[src/verilog/te_pkg.sv]
/* te_pkg
   widths, packet encodings and the stage record shared by the trace encoder */
`default_nettype none

package te_pkg;

    // core side widths
    localparam int unsigned XLEN      = 32;
    localparam int unsigned INST_LEN  = 32;
    localparam int unsigned CAUSE_LEN = 5;
    localparam int unsigned PRIV_LEN  = 2;

    // branch map capacity and count width
    localparam int unsigned BRANCH_MAP_LEN   = 31;
    localparam int unsigned BRANCH_COUNT_LEN = 5;

    // packet side widths
    localparam int unsigned PAYLOAD_LEN = 72;
    localparam int unsigned P_LEN       = 4;

    // rv32 major opcodes
    localparam logic [6:0] OPCODE_BRANCH = 7'b1100011;
    localparam logic [6:0] OPCODE_JALR   = 7'b1100111;

    // used payload bits per packet kind
    localparam int unsigned START_BITS     = PRIV_LEN + XLEN;
    localparam int unsigned TRAP_BITS      = PRIV_LEN + CAUSE_LEN + 1 + 2 * XLEN;
    localparam int unsigned ADDR_BITS      = XLEN;
    localparam int unsigned BMAP_BITS      = BRANCH_COUNT_LEN + BRANCH_MAP_LEN;
    localparam int unsigned BMAP_ADDR_BITS = BMAP_BITS + XLEN;

    // packet format
    typedef enum logic [1:0] {
        F_BRANCH_FULL = 2'h1,
        F_ADDR_ONLY   = 2'h2,
        F_SYNC        = 2'h3
    } te_format_e;

    // sync subformat
    typedef enum logic [1:0] {
        SF_START = 2'h0,
        SF_TRAP  = 2'h1
    } te_subformat_e;

    // format in the upper bits, subformat below
    typedef struct packed {
        te_format_e    format;
        te_subformat_e subformat;
    } te_ptype_t;

    typedef logic [PAYLOAD_LEN-1:0] te_payload_t;
    typedef logic [P_LEN-1:0]       te_plen_t;

    // one retirement record as held in a stage
    typedef struct packed {
        logic                 valid;
        logic                 qualified;
        logic [XLEN-1:0]      pc;
        logic [INST_LEN-1:0]  inst;
        logic [PRIV_LEN-1:0]  priv;
        logic                 exception;
        logic                 interrupt;
        logic [CAUSE_LEN-1:0] cause;
    } te_inst_rec_t;

endpackage

`default_nettype wire

[src/verilog/te_stage_if.sv]
/* te_stage_if
   next, this and last cycle records from the input pipeline to its readers */
`timescale 1ns/1ps
`default_nettype none

interface te_stage_if import te_pkg::*; ();

    // next cycle, youngest record
    te_inst_rec_t nc;
    // this cycle, the one being decided on
    te_inst_rec_t tc;
    // last cycle
    te_inst_rec_t lc;

    // the pipeline owns all three stages
    modport pipe (
        output nc, tc, lc
    );

    // decoders, priority and emitter only look
    modport reader (
        input nc, tc, lc
    );

endinterface

`default_nettype wire

[src/verilog/te_branch_map.sv]
/* te_branch_map
   collects branch outcomes, oldest in bit 0, and previews the map with tc included */
`timescale 1ns/1ps
`default_nettype none

module te_branch_map import te_pkg::*; (
    input  logic                        clk_i,
    input  logic                        rst_ni,
    input  logic                        record_i,
    input  logic                        taken_i,
    input  logic                        flush_i,
    output logic [BRANCH_COUNT_LEN-1:0] count_o,
    output logic [BRANCH_MAP_LEN-1:0]   map_o,
    output logic                        empty_next_o,
    output logic                        full_next_o
);

    logic [BRANCH_COUNT_LEN-1:0] count_next;

    // count once the current branch is in
    assign count_next = count_o + BRANCH_COUNT_LEN'(record_i);

    // preview for the priority, tc branch included
    assign empty_next_o = (count_next == '0);
    assign full_next_o  = (count_next == BRANCH_COUNT_LEN'(BRANCH_MAP_LEN));

    always_ff @(posedge clk_i or negedge rst_ni) begin
        if (!rst_ni) begin
            count_o <= '0;
            map_o   <= '0;
        end else if (flush_i) begin
            // flush beats a branch recorded in the same cycle
            count_o <= '0;
            map_o   <= '0;
        end else if (record_i) begin
            // 1 marks not taken
            map_o   <= map_o | (BRANCH_MAP_LEN'(!taken_i) << count_o);
            count_o <= count_next;
        end
    end

endmodule

`default_nettype wire

[src/verilog/te_input_pipe.sv]
/* te_input_pipe
   samples one retirement record per cycle and shifts it through nc, tc and lc */
`timescale 1ns/1ps
`default_nettype none

module te_input_pipe import te_pkg::*; (
    input  logic                 clk_i,
    input  logic                 rst_ni,
    input  logic                 inst_valid_i,
    input  logic                 trace_enable_i,
    input  logic                 exception_i,
    input  logic                 interrupt_i,
    input  logic [CAUSE_LEN-1:0] cause_i,
    input  logic [PRIV_LEN-1:0]  priv_lvl_i,
    input  logic [INST_LEN-1:0]  inst_data_i,
    input  logic [XLEN-1:0]      pc_i,
    te_stage_if.pipe             stage_o
);

    te_inst_rec_t rec_d;

    // record as seen at the core boundary
    always_comb begin
        rec_d.valid     = inst_valid_i;
        // traced only while enabled
        rec_d.qualified = inst_valid_i & trace_enable_i;
        rec_d.pc        = pc_i;
        rec_d.inst      = inst_data_i;
        rec_d.priv      = priv_lvl_i;
        rec_d.exception = exception_i;
        rec_d.interrupt = interrupt_i;
        rec_d.cause     = cause_i;
    end

    // one cycle per stage
    always_ff @(posedge clk_i or negedge rst_ni) begin
        if (!rst_ni) begin
            stage_o.nc <= '0;
            stage_o.tc <= '0;
            stage_o.lc <= '0;
        end else begin
            stage_o.nc <= rec_d;
            stage_o.tc <= stage_o.nc;
            stage_o.lc <= stage_o.tc;
        end
    end

endmodule

`default_nettype wire

[src/verilog/te_itype_detector.sv]
/* te_itype_detector
   branch, branch outcome and uninferable discontinuity of the tc instruction */
`timescale 1ns/1ps
`default_nettype none

module te_itype_detector import te_pkg::*; (
    input  logic        clk_i,
    input  logic        rst_ni,
    te_stage_if.reader  stage_i,
    output logic        tc_branch_o,
    output logic        tc_taken_o,
    output logic        tc_updiscon_o,
    output logic        lc_updiscon_o
);

    logic [6:0] tc_opcode;
    logic       tc_traceable;

    assign tc_opcode = stage_i.tc.inst[6:0];

    // an excepting instruction never counts as branch or jump
    assign tc_traceable = stage_i.tc.qualified & ~stage_i.tc.exception;

    // qualification folded in, so this feeds the map directly
    assign tc_branch_o   = tc_traceable && (tc_opcode == OPCODE_BRANCH);
    assign tc_updiscon_o = tc_traceable && (tc_opcode == OPCODE_JALR);

    // taken when the next pc is not the sequential one
    assign tc_taken_o = stage_i.nc.valid && (stage_i.nc.pc != stage_i.tc.pc + XLEN'(4));

    // follows tc into lc
    always_ff @(posedge clk_i or negedge rst_ni) begin
        if (!rst_ni) begin
            lc_updiscon_o <= 1'b0;
        end else begin
            lc_updiscon_o <= tc_updiscon_o;
        end
    end

endmodule

`default_nettype wire

[src/verilog/te_packet_emitter.sv]
/* te_packet_emitter
   packs payload and length for the chosen packet and registers the outputs */
`timescale 1ns/1ps
`default_nettype none

module te_packet_emitter import te_pkg::*; (
    input  logic                        clk_i,
    input  logic                        rst_ni,
    te_stage_if.reader                  stage_i,
    input  logic                        emit_i,
    input  te_format_e                  format_i,
    input  te_subformat_e               subformat_i,
    input  logic                        with_addr_i,
    input  logic [BRANCH_COUNT_LEN-1:0] count_i,
    input  logic [BRANCH_MAP_LEN-1:0]   map_i,
    input  logic                        tc_branch_i,
    input  logic                        tc_taken_i,
    output logic                        packet_valid_o,
    output te_ptype_t                   packet_type_o,
    output te_plen_t                    packet_length_o,
    output te_payload_t                 packet_payload_o
);

    logic [BRANCH_COUNT_LEN-1:0] count_m;
    logic [BRANCH_MAP_LEN-1:0]   map_m;
    te_ptype_t                   ptype_d;
    te_plen_t                    plen_d;
    te_payload_t                 payload_d;

    // bits rounded up to whole bytes
    function automatic te_plen_t bytes_of(input int unsigned bits);
        return te_plen_t'((bits + 7) / 8);
    endfunction

    // tc branch goes out with this packet
    always_comb begin
        count_m = count_i;
        map_m   = map_i;
        if (tc_branch_i) begin
            count_m = count_i + BRANCH_COUNT_LEN'(1);
            map_m   = map_i | (BRANCH_MAP_LEN'(!tc_taken_i) << count_i);
        end
    end

    // fields from bit 0 upward, rest stays zero
    always_comb begin
        ptype_d   = '0;
        plen_d    = '0;
        payload_d = '0;
        if (emit_i) begin
            ptype_d.format    = format_i;
            ptype_d.subformat = subformat_i;
            case (format_i)
                F_SYNC: begin
                    if (subformat_i == SF_TRAP) begin
                        // handler pc from tc, epc from lc
                        payload_d = te_payload_t'({stage_i.lc.pc, stage_i.tc.pc,
                                                   stage_i.lc.interrupt, stage_i.lc.cause,
                                                   stage_i.lc.priv});
                        plen_d    = bytes_of(TRAP_BITS);
                    end else begin
                        payload_d = te_payload_t'({stage_i.tc.pc, stage_i.tc.priv});
                        plen_d    = bytes_of(START_BITS);
                    end
                end
                F_BRANCH_FULL: begin
                    if (with_addr_i) begin
                        payload_d = te_payload_t'({stage_i.tc.pc, map_m, count_m});
                        plen_d    = bytes_of(BMAP_ADDR_BITS);
                    end else begin
                        payload_d = te_payload_t'({map_m, count_m});
                        plen_d    = bytes_of(BMAP_BITS);
                    end
                end
                F_ADDR_ONLY: begin
                    payload_d = te_payload_t'(stage_i.tc.pc);
                    plen_d    = bytes_of(ADDR_BITS);
                end
                default: begin
                    payload_d = '0;
                end
            endcase
        end
    end

    // one cycle strobe, zero between packets
    always_ff @(posedge clk_i or negedge rst_ni) begin
        if (!rst_ni) begin
            packet_valid_o   <= 1'b0;
            packet_type_o    <= '0;
            packet_length_o  <= '0;
            packet_payload_o <= '0;
        end else begin
            packet_valid_o   <= emit_i;
            packet_type_o    <= ptype_d;
            packet_length_o  <= plen_d;
            packet_payload_o <= payload_d;
        end
    end

endmodule

`default_nettype wire

[src/verilog/te_priority.sv]
/* te_priority
   decides whether the tc instruction needs a packet and of which kind */
`timescale 1ns/1ps
`default_nettype none

module te_priority import te_pkg::*; (
    te_stage_if.reader    stage_i,
    input  logic          lc_updiscon_i,
    input  logic          empty_next_i,
    input  logic          full_next_i,
    output logic          emit_o,
    output te_format_e    format_o,
    output te_subformat_e subformat_o,
    output logic          with_addr_o,
    output logic          flush_o
);

    logic first_qualified;
    logic final_qualified;

    // lc was outside the trace window
    assign first_qualified = ~stage_i.lc.qualified;
    // nc falls outside the trace window
    assign final_qualified = ~stage_i.nc.qualified;

    // first match wins
    always_comb begin
        emit_o      = 1'b0;
        format_o    = F_ADDR_ONLY;
        subformat_o = SF_START;
        with_addr_o = 1'b0;
        if (stage_i.tc.qualified) begin
            if (stage_i.lc.exception) begin
                // tc is the trap handler
                emit_o      = 1'b1;
                format_o    = F_SYNC;
                subformat_o = SF_TRAP;
            end else if (first_qualified) begin
                // start of trace
                emit_o      = 1'b1;
                format_o    = F_SYNC;
                subformat_o = SF_START;
            end else if (lc_updiscon_i || final_qualified) begin
                // jalr target or end of trace, address needed
                emit_o = 1'b1;
                if (!empty_next_i) begin
                    format_o    = F_BRANCH_FULL;
                    with_addr_o = 1'b1;
                end else begin
                    format_o = F_ADDR_ONLY;
                end
            end else if (full_next_i) begin
                // map full, no address
                emit_o   = 1'b1;
                format_o = F_BRANCH_FULL;
            end
        end
    end

    // every packet takes the pending branches with it
    assign flush_o = emit_o;

endmodule

`default_nettype wire

[src/verilog/trace_encoder.sv]
/* trace_encoder
   instruction trace encoder top, wires the stage pipe, decode, map,
   priority and packet emitter together */
`timescale 1ns/1ps
`default_nettype none

module trace_encoder import te_pkg::*; (
    input  logic                 clk_i,
    input  logic                 rst_ni,
    input  logic                 inst_valid_i,
    input  logic                 trace_enable_i,
    input  logic                 exception_i,
    input  logic                 interrupt_i,
    input  logic [CAUSE_LEN-1:0] cause_i,
    input  logic [PRIV_LEN-1:0]  priv_lvl_i,
    input  logic [INST_LEN-1:0]  inst_data_i,
    input  logic [XLEN-1:0]      pc_i,
    output logic                 packet_valid_o,
    output te_ptype_t            packet_type_o,
    output te_plen_t             packet_length_o,
    output te_payload_t          packet_payload_o
);

    // detector
    logic                        tc_branch;
    logic                        tc_taken;
    logic                        lc_updiscon;
    // branch map
    logic [BRANCH_COUNT_LEN-1:0] count;
    logic [BRANCH_MAP_LEN-1:0]   map;
    logic                        empty_next;
    logic                        full_next;
    // priority
    logic                        emit;
    te_format_e                  format;
    te_subformat_e               subformat;
    logic                        with_addr;
    logic                        flush;

    te_stage_if stage ();

    te_input_pipe i_input_pipe (
        .clk_i          (clk_i),
        .rst_ni         (rst_ni),
        .inst_valid_i   (inst_valid_i),
        .trace_enable_i (trace_enable_i),
        .exception_i    (exception_i),
        .interrupt_i    (interrupt_i),
        .cause_i        (cause_i),
        .priv_lvl_i     (priv_lvl_i),
        .inst_data_i    (inst_data_i),
        .pc_i           (pc_i),
        .stage_o        (stage)
    );

    // only the lc copy of updiscon drives a decision
    te_itype_detector i_itype_detector (
        .clk_i         (clk_i),
        .rst_ni        (rst_ni),
        .stage_i       (stage),
        .tc_branch_o   (tc_branch),
        .tc_taken_o    (tc_taken),
        .tc_updiscon_o (),
        .lc_updiscon_o (lc_updiscon)
    );

    // tc_branch already carries tc qualification
    te_branch_map i_branch_map (
        .clk_i        (clk_i),
        .rst_ni       (rst_ni),
        .record_i     (tc_branch),
        .taken_i      (tc_taken),
        .flush_i      (flush),
        .count_o      (count),
        .map_o        (map),
        .empty_next_o (empty_next),
        .full_next_o  (full_next)
    );

    te_priority i_priority (
        .stage_i       (stage),
        .lc_updiscon_i (lc_updiscon),
        .empty_next_i  (empty_next),
        .full_next_i   (full_next),
        .emit_o        (emit),
        .format_o      (format),
        .subformat_o   (subformat),
        .with_addr_o   (with_addr),
        .flush_o       (flush)
    );

    te_packet_emitter i_packet_emitter (
        .clk_i            (clk_i),
        .rst_ni           (rst_ni),
        .stage_i          (stage),
        .emit_i           (emit),
        .format_i         (format),
        .subformat_i      (subformat),
        .with_addr_i      (with_addr),
        .count_i          (count),
        .map_i            (map),
        .tc_branch_i      (tc_branch),
        .tc_taken_i       (tc_taken),
        .packet_valid_o   (packet_valid_o),
        .packet_type_o    (packet_type_o),
        .packet_length_o  (packet_length_o),
        .packet_payload_o (packet_payload_o)
    );

endmodule

`default_nettype wire
[config.mk]
export PLATFORM = sky130hd
export DESIGN_NAME = trace_encoder
export DESIGN_NICKNAME = d
export VERILOG_FILES = /design/src/verilog/te_pkg.sv /design/src/verilog/te_stage_if.sv /design/src/verilog/te_branch_map.sv /design/src/verilog/te_input_pipe.sv /design/src/verilog/te_itype_detector.sv /design/src/verilog/te_packet_emitter.sv /design/src/verilog/te_priority.sv /design/src/verilog/trace_encoder.sv
export SDC_FILE = /design/constraint.sdc
export NUM_CORES = 1
export LEC_CHECK = 0
export BUFFER_PORTS_ARGS = -buffer_cell sky130_fd_sc_hd__buf_2
export CAP_MARGIN = 15
export CORE_MARGIN = 5
export CORE_UTILIZATION = 50
export DETAILED_ROUTE_END_ITERATION = 10
export GPL_TIMING_DRIVEN = 0
export HOLD_SLACK_MARGIN = 0.03
export PLACE_DENSITY = 0.72
export SLEW_MARGIN = 40
export SYNTH_ARGS = -nofsm -noshare
export SYNTH_HDL_FRONTEND = slang
export SYNTH_SLANG_ARGS = --single-unit
[constraint.sdc]
create_clock -name clk_i -period 7.9 [get_ports clk_i]
set_input_delay 1.58 -clock clk_i [delete_from_list [all_inputs] [get_ports clk_i]]
set_output_delay 1.58 -clock clk_i [all_outputs]
set_load 0.005 [all_outputs]
### Word-level counts from Yosys, hierarchy flattened

Cells that the tools add are included.

| operators by class | value |
|---|---|
| add/sub/neg operators | 3 |
| equal/unequal tests | 8 |
| shifts and indexed selects | 1 |
| muxes and demuxes | 32 |
| bitwise logic cells | 5 |
| reductions and logical operators | 7 |

Operators with widths:

| cell | number |
|---|---|
| $pmux 72 s3 | 1 |
| $mux 72 | 2 |
| $mux 68 | 1 |
| $mux 31 | 2 |
| $add 32x3->32 const B | 1 |
| $ne 32x32->1 | 1 |
| $or 31x31->31 | 1 |
| $shl 1x5->31 | 1 |
| $mux 4 | 4 |
| $mux 5 | 3 |
| $eq 7x7->1 const B | 2 |
| $mux 2 | 7 |
| $pmux 4 s3 | 1 |
| $mux 1 | 11 |
| $add 5x1->5 | 1 |
| $add 5x1->5 const B | 1 |
| $eq 5x5->1 const B | 1 |
| $logic_not 5->1 | 1 |
| $eq 2x1->1 const B | 2 |
| $eq 2x2->1 const B | 2 |
| $logic_and 1x1->1 | 3 |
| $and 1x1->1 | 2 |
| $not 1->1 | 2 |
| $reduce_bool 2->1 | 1 |
| 2 further kinds | 2 |

| storage, ports and cells | value |
|---|---|
| register bits | 259 |
| bits of input ports | 77 |
| output and inout port bits | 81 |
| logic and storage cells | 85 |

### Longest topological paths before layout

| logic depth | value |
|---|---|
| depth after elaboration | 13 |
| gate-level depth with buffers | 15 |
| depth with buffers taken out | 12 |

### Cells and area by module

A second synthesis with hierarchy kept.

| second synthesis, totals | value |
|---|---|
| cells, all modules | 984 |
| area total of the unflattened synthesis | 12,613.3 um2 |

By module, submodules not included:

| module | times used | cells an instance | area an instance (um2) | seq. area each (um2) |
|---|---|---|---|---|
| te_input_pipe | 1 | 226 | 5,636.7 | 5,630.4 |
| te_packet_emitter | 1 | 429 | 4,090.2 | 1,976.9 |
| te_branch_map | 1 | 154 | 1,619.1 | 900.9 |
| te_itype_detector | 1 | 162 | 1,169.9 | 25.0 |
| te_priority | 1 | 13 | 97.6 | 0.0 |

### Worst setup path before layout

OpenSTA, ideal clock, no wires.

| path | value |
|---|---|
| path type | register to register |
| from | register, netlist name i_input_pipe.stage_o.tc[73] |
| to | register i_packet_emitter.packet_payload_o[34] |
| setup time | 83 ps |
| arrival | 3,298 ps |
| data required time | 7,817 ps |
| path slack | 4,519 ps |
| cell stages (with the launch flop) | 16 |
| path buffers | 4 |
| period minus slack after synthesis | 3,381 ps |
| cell sequence | dfrtp_1 nand4bb_1 nor3_1 clkbuf_1 ha_1 ha_1 xor2_1 nand3_1 o21ai_0 a22oi_1 nor2_1 buf_2 clkbuf_1 clkbuf_1 a22oi_1 o21ai_0 |

| between the ends | value |
|---|---|
| cells in the longest elaborated chain, start to end | 12 |
| elaborated cells between the ends (all ways) | 26 |
| classes of those cells | add/sub: 1; eq/ne: 5; mux: 17; bitwise: 1; reduce/logical: 2 |

RTL lines:

| element | RTL line | RTL |
|---|---|---|
| $and 1x1->1 | te_itype_detector.sv:22 | `assign tc_traceable = stage_i.tc.qualified & ~stage_i.tc.exception;` |
| $logic_and 1x1->1 | te_itype_detector.sv:25 | `assign tc_branch_o = tc_traceable && (tc_opcode == OPCODE_BRANCH);` |
| $add 5x1->5 | te_branch_map.sv:21 | `assign count_next = count_o + BRANCH_COUNT_LEN'(record_i);` |
| $eq 5x5->1 or $logic_not 5->1 (tied branches) | te_branch_map.sv:25, te_branch_map.sv:24 |  |
| $mux 2, on equally long branches | te_priority.sv:52, te_priority.sv:46 |  |
| $mux 2 | te_priority.sv:43 | `end else if (lc_updiscon_i \|\| final_qualified) begin` |
| $mux 2 | te_priority.sv:38 | `end else if (first_qualified) begin` |
| $mux 2 | te_priority.sv:33 | `if (stage_i.lc.exception) begin` |
| $mux 2 | te_priority.sv:32 | `if (stage_i.tc.qualified) begin` |
| $eq 2x2->1 or $eq 2x1->1 (tied branches) | te_packet_emitter.sv:53 | `case (format_i)` |
| $pmux 72 s3 | te_packet_emitter.sv:53 |  |
| $mux 72 (*) | te_packet_emitter.sv:50 | `if (emit_i) begin` |
| net i_packet_emitter.payload_d[34] | te_packet_emitter.sv:28 | `te_payload_t payload_d;` |
| end signal: assignment | te_packet_emitter.sv:97 | `packet_payload_o <= payload_d;` |
| end: declaration | te_packet_emitter.sv:21 | `output te_payload_t packet_payload_o` |

Mark *: on every way through the listed nets, which the timed path passes. The rest lies on a longest branch.
A chain may end at the register's enable or synchronous reset.

### Worst setup path in the final report

| path | value |
|---|---|
| from | register, netlist name i_input_pipe.stage_o.tc[73] |
| to | register i_packet_emitter.packet_payload_o[31] |

| between the ends | value |
|---|---|
| cells in the longest elaborated chain, start to end | 12 |
| elaborated cells between the ends (all ways) | 26 |
| classes of those cells | add/sub: 1; eq/ne: 5; mux: 17; bitwise: 1; reduce/logical: 2 |

RTL lines:

| element | RTL line |
|---|---|
| $and 1x1->1 | te_itype_detector.sv:22 |
| $logic_and 1x1->1 | te_itype_detector.sv:25 |
| $add 5x1->5 | te_branch_map.sv:21 |
| $eq 5x5->1 or $logic_not 5->1 (tied branches) | te_branch_map.sv:25, te_branch_map.sv:24 |
| $mux 2, on equally long branches | te_priority.sv:52, te_priority.sv:46 |
| $mux 2 | te_priority.sv:43 |
| $mux 2 | te_priority.sv:38 |
| $mux 2 | te_priority.sv:33 |
| $mux 2 | te_priority.sv:32 |
| $eq 2x2->1 or $eq 2x1->1 (tied branches) | te_packet_emitter.sv:53 |
| $pmux 72 s3 | te_packet_emitter.sv:53 |
| $mux 72 (*) | te_packet_emitter.sv:50 |
| net i_packet_emitter.payload_d[31] | te_packet_emitter.sv:28 |

Marks and branches as above.

==> impl_results.rst <==
.. list-table::
   :header-rows: 1

   * - Metric
     - Value
   * - Overall overflow remaining after global route
     - 0
   * - Via density per instance
     - 5.85
   * - Final weighted congestion in routability-driven placement
     - 0.903
   * - Aggregate global-route resource usage
     - 0.228
   * - WS Path Type
     - flip-flop to flip-flop
   * - Critical Path Sink Type
     - flip-flop
   * - Critical path fanouts, max
     - 11
   * - Average cell area after synthesis
     - 12.3 sq um
   * - Number of global-route vias before repair
     - 7,261
   * - Die height
     - 151 microns
   * - Number of vias after detailed routing
     - 7,323
   * - Period minus WS final
     - 4650 ps
   * - Number of fillers in the final layout
     - 1,606
   * - Arrival time worst endpoint
     - 5050 ps
   * - Clock latency at the later pin of the worst-skew pair
     - 530 ps
   * - Clock buffers created by TritonCTS
     - 26
   * - Number of standard cells in the final layout excluding fillers
     - 1,251
   * - Drt pass-1 iters
     - 10
   * - Crit path max-delay cell type
     - dfrtp_1
   * - Proportion of layout cells with a drive suffix above 1
     - 0.220
   * - Hold Buf Count CTS
     - 0
   * - Most common flop cell mapped by yosys
     - dfrtp_1
   * - Area delta synth->final
     - 19.7%
   * - Post-detailed-route count of antenna-violating nets
     - 0
   * - Number of setup buffers added after CTS
     - 0
   * - Gates resized, CTS repair
     - 0
   * - Library cells used by synthesis
     - 67
   * - Normalized max-slew margin
     - 0.487
   * - Worst voltage drop across the vdd grid
     - 0.000186 V
   * - Gate count of the mapped netlist
     - 807
   * - CORE AREA
     - 19,500 sq um
   * - Final total negative setup slack
     - 0 ps
   * - Area of the die
     - 22,800 sq um
   * - Count of flip-flops with a built-in enable after synthesis
     - 0
   * - Yosys reg bits
     - 256
   * - Horizontal die dimension
     - 151 microns
   * - Global-route wire length before repair
     - 40,100 microns
   * - Ports placed on the boundary
     - 158
   * - CP Launch Type
     - flip-flop
   * - Clock slew seen by the registers of the worst setup and hold paths
     - 60 ps
   * - Proportion of netlist area held by the largest area contributor
     - 0.643
   * - Cell accounting for the most synthesized area
     - dfrtp_1
   * - Inserted Diodes
     - 0
   * - Worst hold slack after final layout
     - 341 ps
   * - # DRC
     - 0
   * - Final setup fails
     - 0
   * - Root buffer cell
     - clkbuf_16
   * - FP Rows
     - 51
   * - Sequential element share of the synthesized area
     - 0.643
   * - Worst reg-to-reg setup slack
     - 3250 ps
   * - Number of H-tree levels
     - 1
   * - Total half-perimeter wirelength after legalization and detailed placement
     - 17,800 microns
   * - Total power per unit cell area
     - 237 nW/um^2
   * - Achievable clock frequency
     - 215 MHz
   * - Leakage Power
     - 5.49 nW
   * - Critical path buffers and inverters
     - 4
   * - Top Family by Delay on Critical Path
     - buffers and inverters
   * - Post-synthesis instance area
     - 9960 sq um
   * - Maximum clock insertion buffer count
     - 3
   * - Routed wire length
     - 26,100 microns
   * - Share of the clock period used by the worst path
     - 0.588
   * - Maximum number of pins on one net before global-route repair
     - 81
   * - Hold/Removal Path Class
     - flip-flop to flip-flop
   * - Cell with the most instances on the worst path
     - clkbuf_1
   * - Worst-Margin Slew
     - 763 ps
   * - TritonCTS clock tree
     - built
   * - Stage delay of the slowest cell on the critical path
     - 600 ps
   * - Number of antenna violations at the first check in global routing
     - 1
   * - RSZ-0062 raised after global routing
     - no
   * - Post-route clock skew
     - 33.8 ps
   * - Synth async-reset ratio
     - 1.00
   * - Post-DR wirelength/cell
     - 20.9 microns
   * - Number of warnings reported in the yosys synthesis log
     - 0
   * - Total number of nets in the final design
     - 1,050
   * - Area contributors post-synth
     - dfrtp_1 64%, a222oi_1 3.0%, a22o_1 3.0%
   * - Detailed Route Iter0 Violations
     - 693
   * - Pwr Total
     - 2.83 mW
   * - Count of clock tree sinks
     - 256
   * - Final Hold Viols
     - 0
   * - Max Transition Viols Final
     - 0
   * - Placed Cells
     - 1,206
   * - Effective utilization at floorplan
     - 0.510
   * - Port-buffer cells
     - 130
   * - Max-cap violation count
     - 0
   * - Result of the run
     - completed
   * - Required @ worst endpoint
     - 8300 ps
   * - Cell-by-cell listing of the critical path
     - nand4bb_1, nor3_1, clkbuf_1, ha_1, ha_1, xor2_1, nand3_1, o21ai_0, a22oi_1, nor2_1, buf_2, clkbuf_1, clkbuf_1, a2bb2oi_1, o21ai_1
worst reg2reg max path: stages (launching register included):
cell and delay (ps):
dfrtp_1 600, nand4bb_1 210, nor3_1 280, clkbuf_1 400
ha_1 350, ha_1 280, xor2_1 160, nand3_1 110
o21ai_0 240, a22oi_1 130, nor2_1 240, buf_2 280
clkbuf_1 430, clkbuf_1 500, a2bb2oi_1 130, o21ai_1 170
through the flow:
step	util	cell area [sq um]	setup WS [ps]
2_1_floorplan	-	9960	4520
3_3_place_gp	0.561	10900	880
3_5_place_dp	0.565	11000	3330
4_1_cts	0.610	11900	3330
5_1_grt	0.610	11900	2980
6_report	0.610	11900	3250
layout make-up:
cell class	count	area (sq um)	area share
clock buffer	39	791	0.0663
tap	265	332	0.0278
clock inverter	6	86.3	0.00724
inverter	9	33.8	0.00283
sequential	256	6410	0.537
multi-input combinational	474	3210	0.269
buffer	69	319	0.0268
timing repair buffer	133	743	0.0623
final timing paths:
| kind | cells after the start | from | to |
|---|---|---|---|
| max reg2reg | 15 | i_input_pipe.stage_o.tc[73] | i_packet_emitter.packet_payload_o[31] |
| max | 15 | i_input_pipe.stage_o.tc[73] | i_packet_emitter.packet_payload_o[31] |
| min in group asynchronous | 1 | rst_ni | i_packet_emitter.packet_payload_o[47] |
| min | 0 | i_input_pipe.stage_o.nc[6] | i_input_pipe.stage_o.tc[6] |
| min reg2reg | 0 | i_input_pipe.stage_o.nc[6] | i_input_pipe.stage_o.tc[6] |
| max in group asynchronous | 2 | rst_ni | i_packet_emitter.packet_payload_o[5] |
cell usage after synthesis, drive strengths merged, types with 5 or more instances:
cell,instances
a21o,13
nand3,27
a22oi,7
nand4,17
clkbuf,43
buf,26
and3,9
a2bb2oi,13
nand2,74
a31oi,7
dfrtp,256
o21ai,68
xnor2,32
inv,9
nor3b,5
xor2,15
nor3,14
a222oi,30
nor4,7
a22o,34
nor2b,7
nand2b,6
a21oi,6
nor2,25
cell usage in the layout (no fill, tap or decap), types with 5 or more instances in the layout:
cell type / netlist / final
a21oi_1: 6 / 6
nand2b_1: 6 / 6
dfrtp_1: 256 / 256
a222oi_1: 30 / 30
o21ai_1: 32 / 32
xor2_1: 15 / 15
buf_2: 12 / 141
buf_4: 8 / 8
nand2_1: 74 / 74
and3_1: 9 / 9
a22o_1: 34 / 34
inv_1: 9 / 9
nor2_1: 25 / 25
a21o_1: 13 / 13
o21ai_0: 31 / 31
clkbuf_8: 0 / 7
a2bb2oi_1: 13 / 13
nand3_1: 27 / 27
nand4_1: 15 / 15
a31oi_1: 7 / 7
clkbuf_1: 43 / 48
nor4_1: 5 / 5
xnor2_1: 32 / 32
nor2b_1: 7 / 7
o21ai_2: 5 / 5
a22oi_1: 5 / 5
clkbuf_16: 0 / 27
nor3_1: 14 / 13
power breakdown:
group          total [mW]  internal [mW]  leakage [nW]  switching [mW]
Combinational       0.202         0.0768          1.84           0.126
Sequential           1.39           1.36          3.22          0.0292
Clock                1.24          0.752         0.429           0.484
cells by family (layout without fill, tap and decap cells):
| kind of cell | after synthesis | in the layout | share of synthesized area |
|---|---|---|---|
| XOR/XNOR | 47 | 47 | 0.0413 |
| adder cells (fa/ha/maj) | 4 | 4 | 0.00503 |
| flip-flops | 256 | 256 | 0.643 |
| other | 1 | 2 | 0.000377 |
| AO/OA/AOI/OAI | 198 | 198 | 0.149 |
| multiplexers | 7 | 7 | 0.00741 |
| buffers and inverters | 78 | 256 | 0.0354 |
| AND/OR/NAND/NOR | 216 | 216 | 0.118 |
metal layers:
layer | vias to the layer above | wire [microns] | global-route usage
li1 | 3243 | - | -
met1 | 3602 | 10100 | 0.305
met2 | 388 | 12700 | 0.376
met3 | 88 | 2210 | 0.0344
met4 | 2 | 1100 | 0.0947
met5 | - | 13 | 0
state kept, by name (all words and copies together) (netlist names):
signal,flops
i_branch_map.count_o,5
i_branch_map.map_o,31
i_input_pipe.stage_o.lc,42
i_input_pipe.stage_o.nc,50
i_input_pipe.stage_o.tc,49
i_itype_detector.lc_updiscon_o,1
i_packet_emitter.packet_length_o,3
i_packet_emitter.packet_payload_o,72
i_packet_emitter.packet_type_o,2
i_packet_emitter.packet_valid_o,1
No activity file was read; power rests on OpenSTA's default activity.
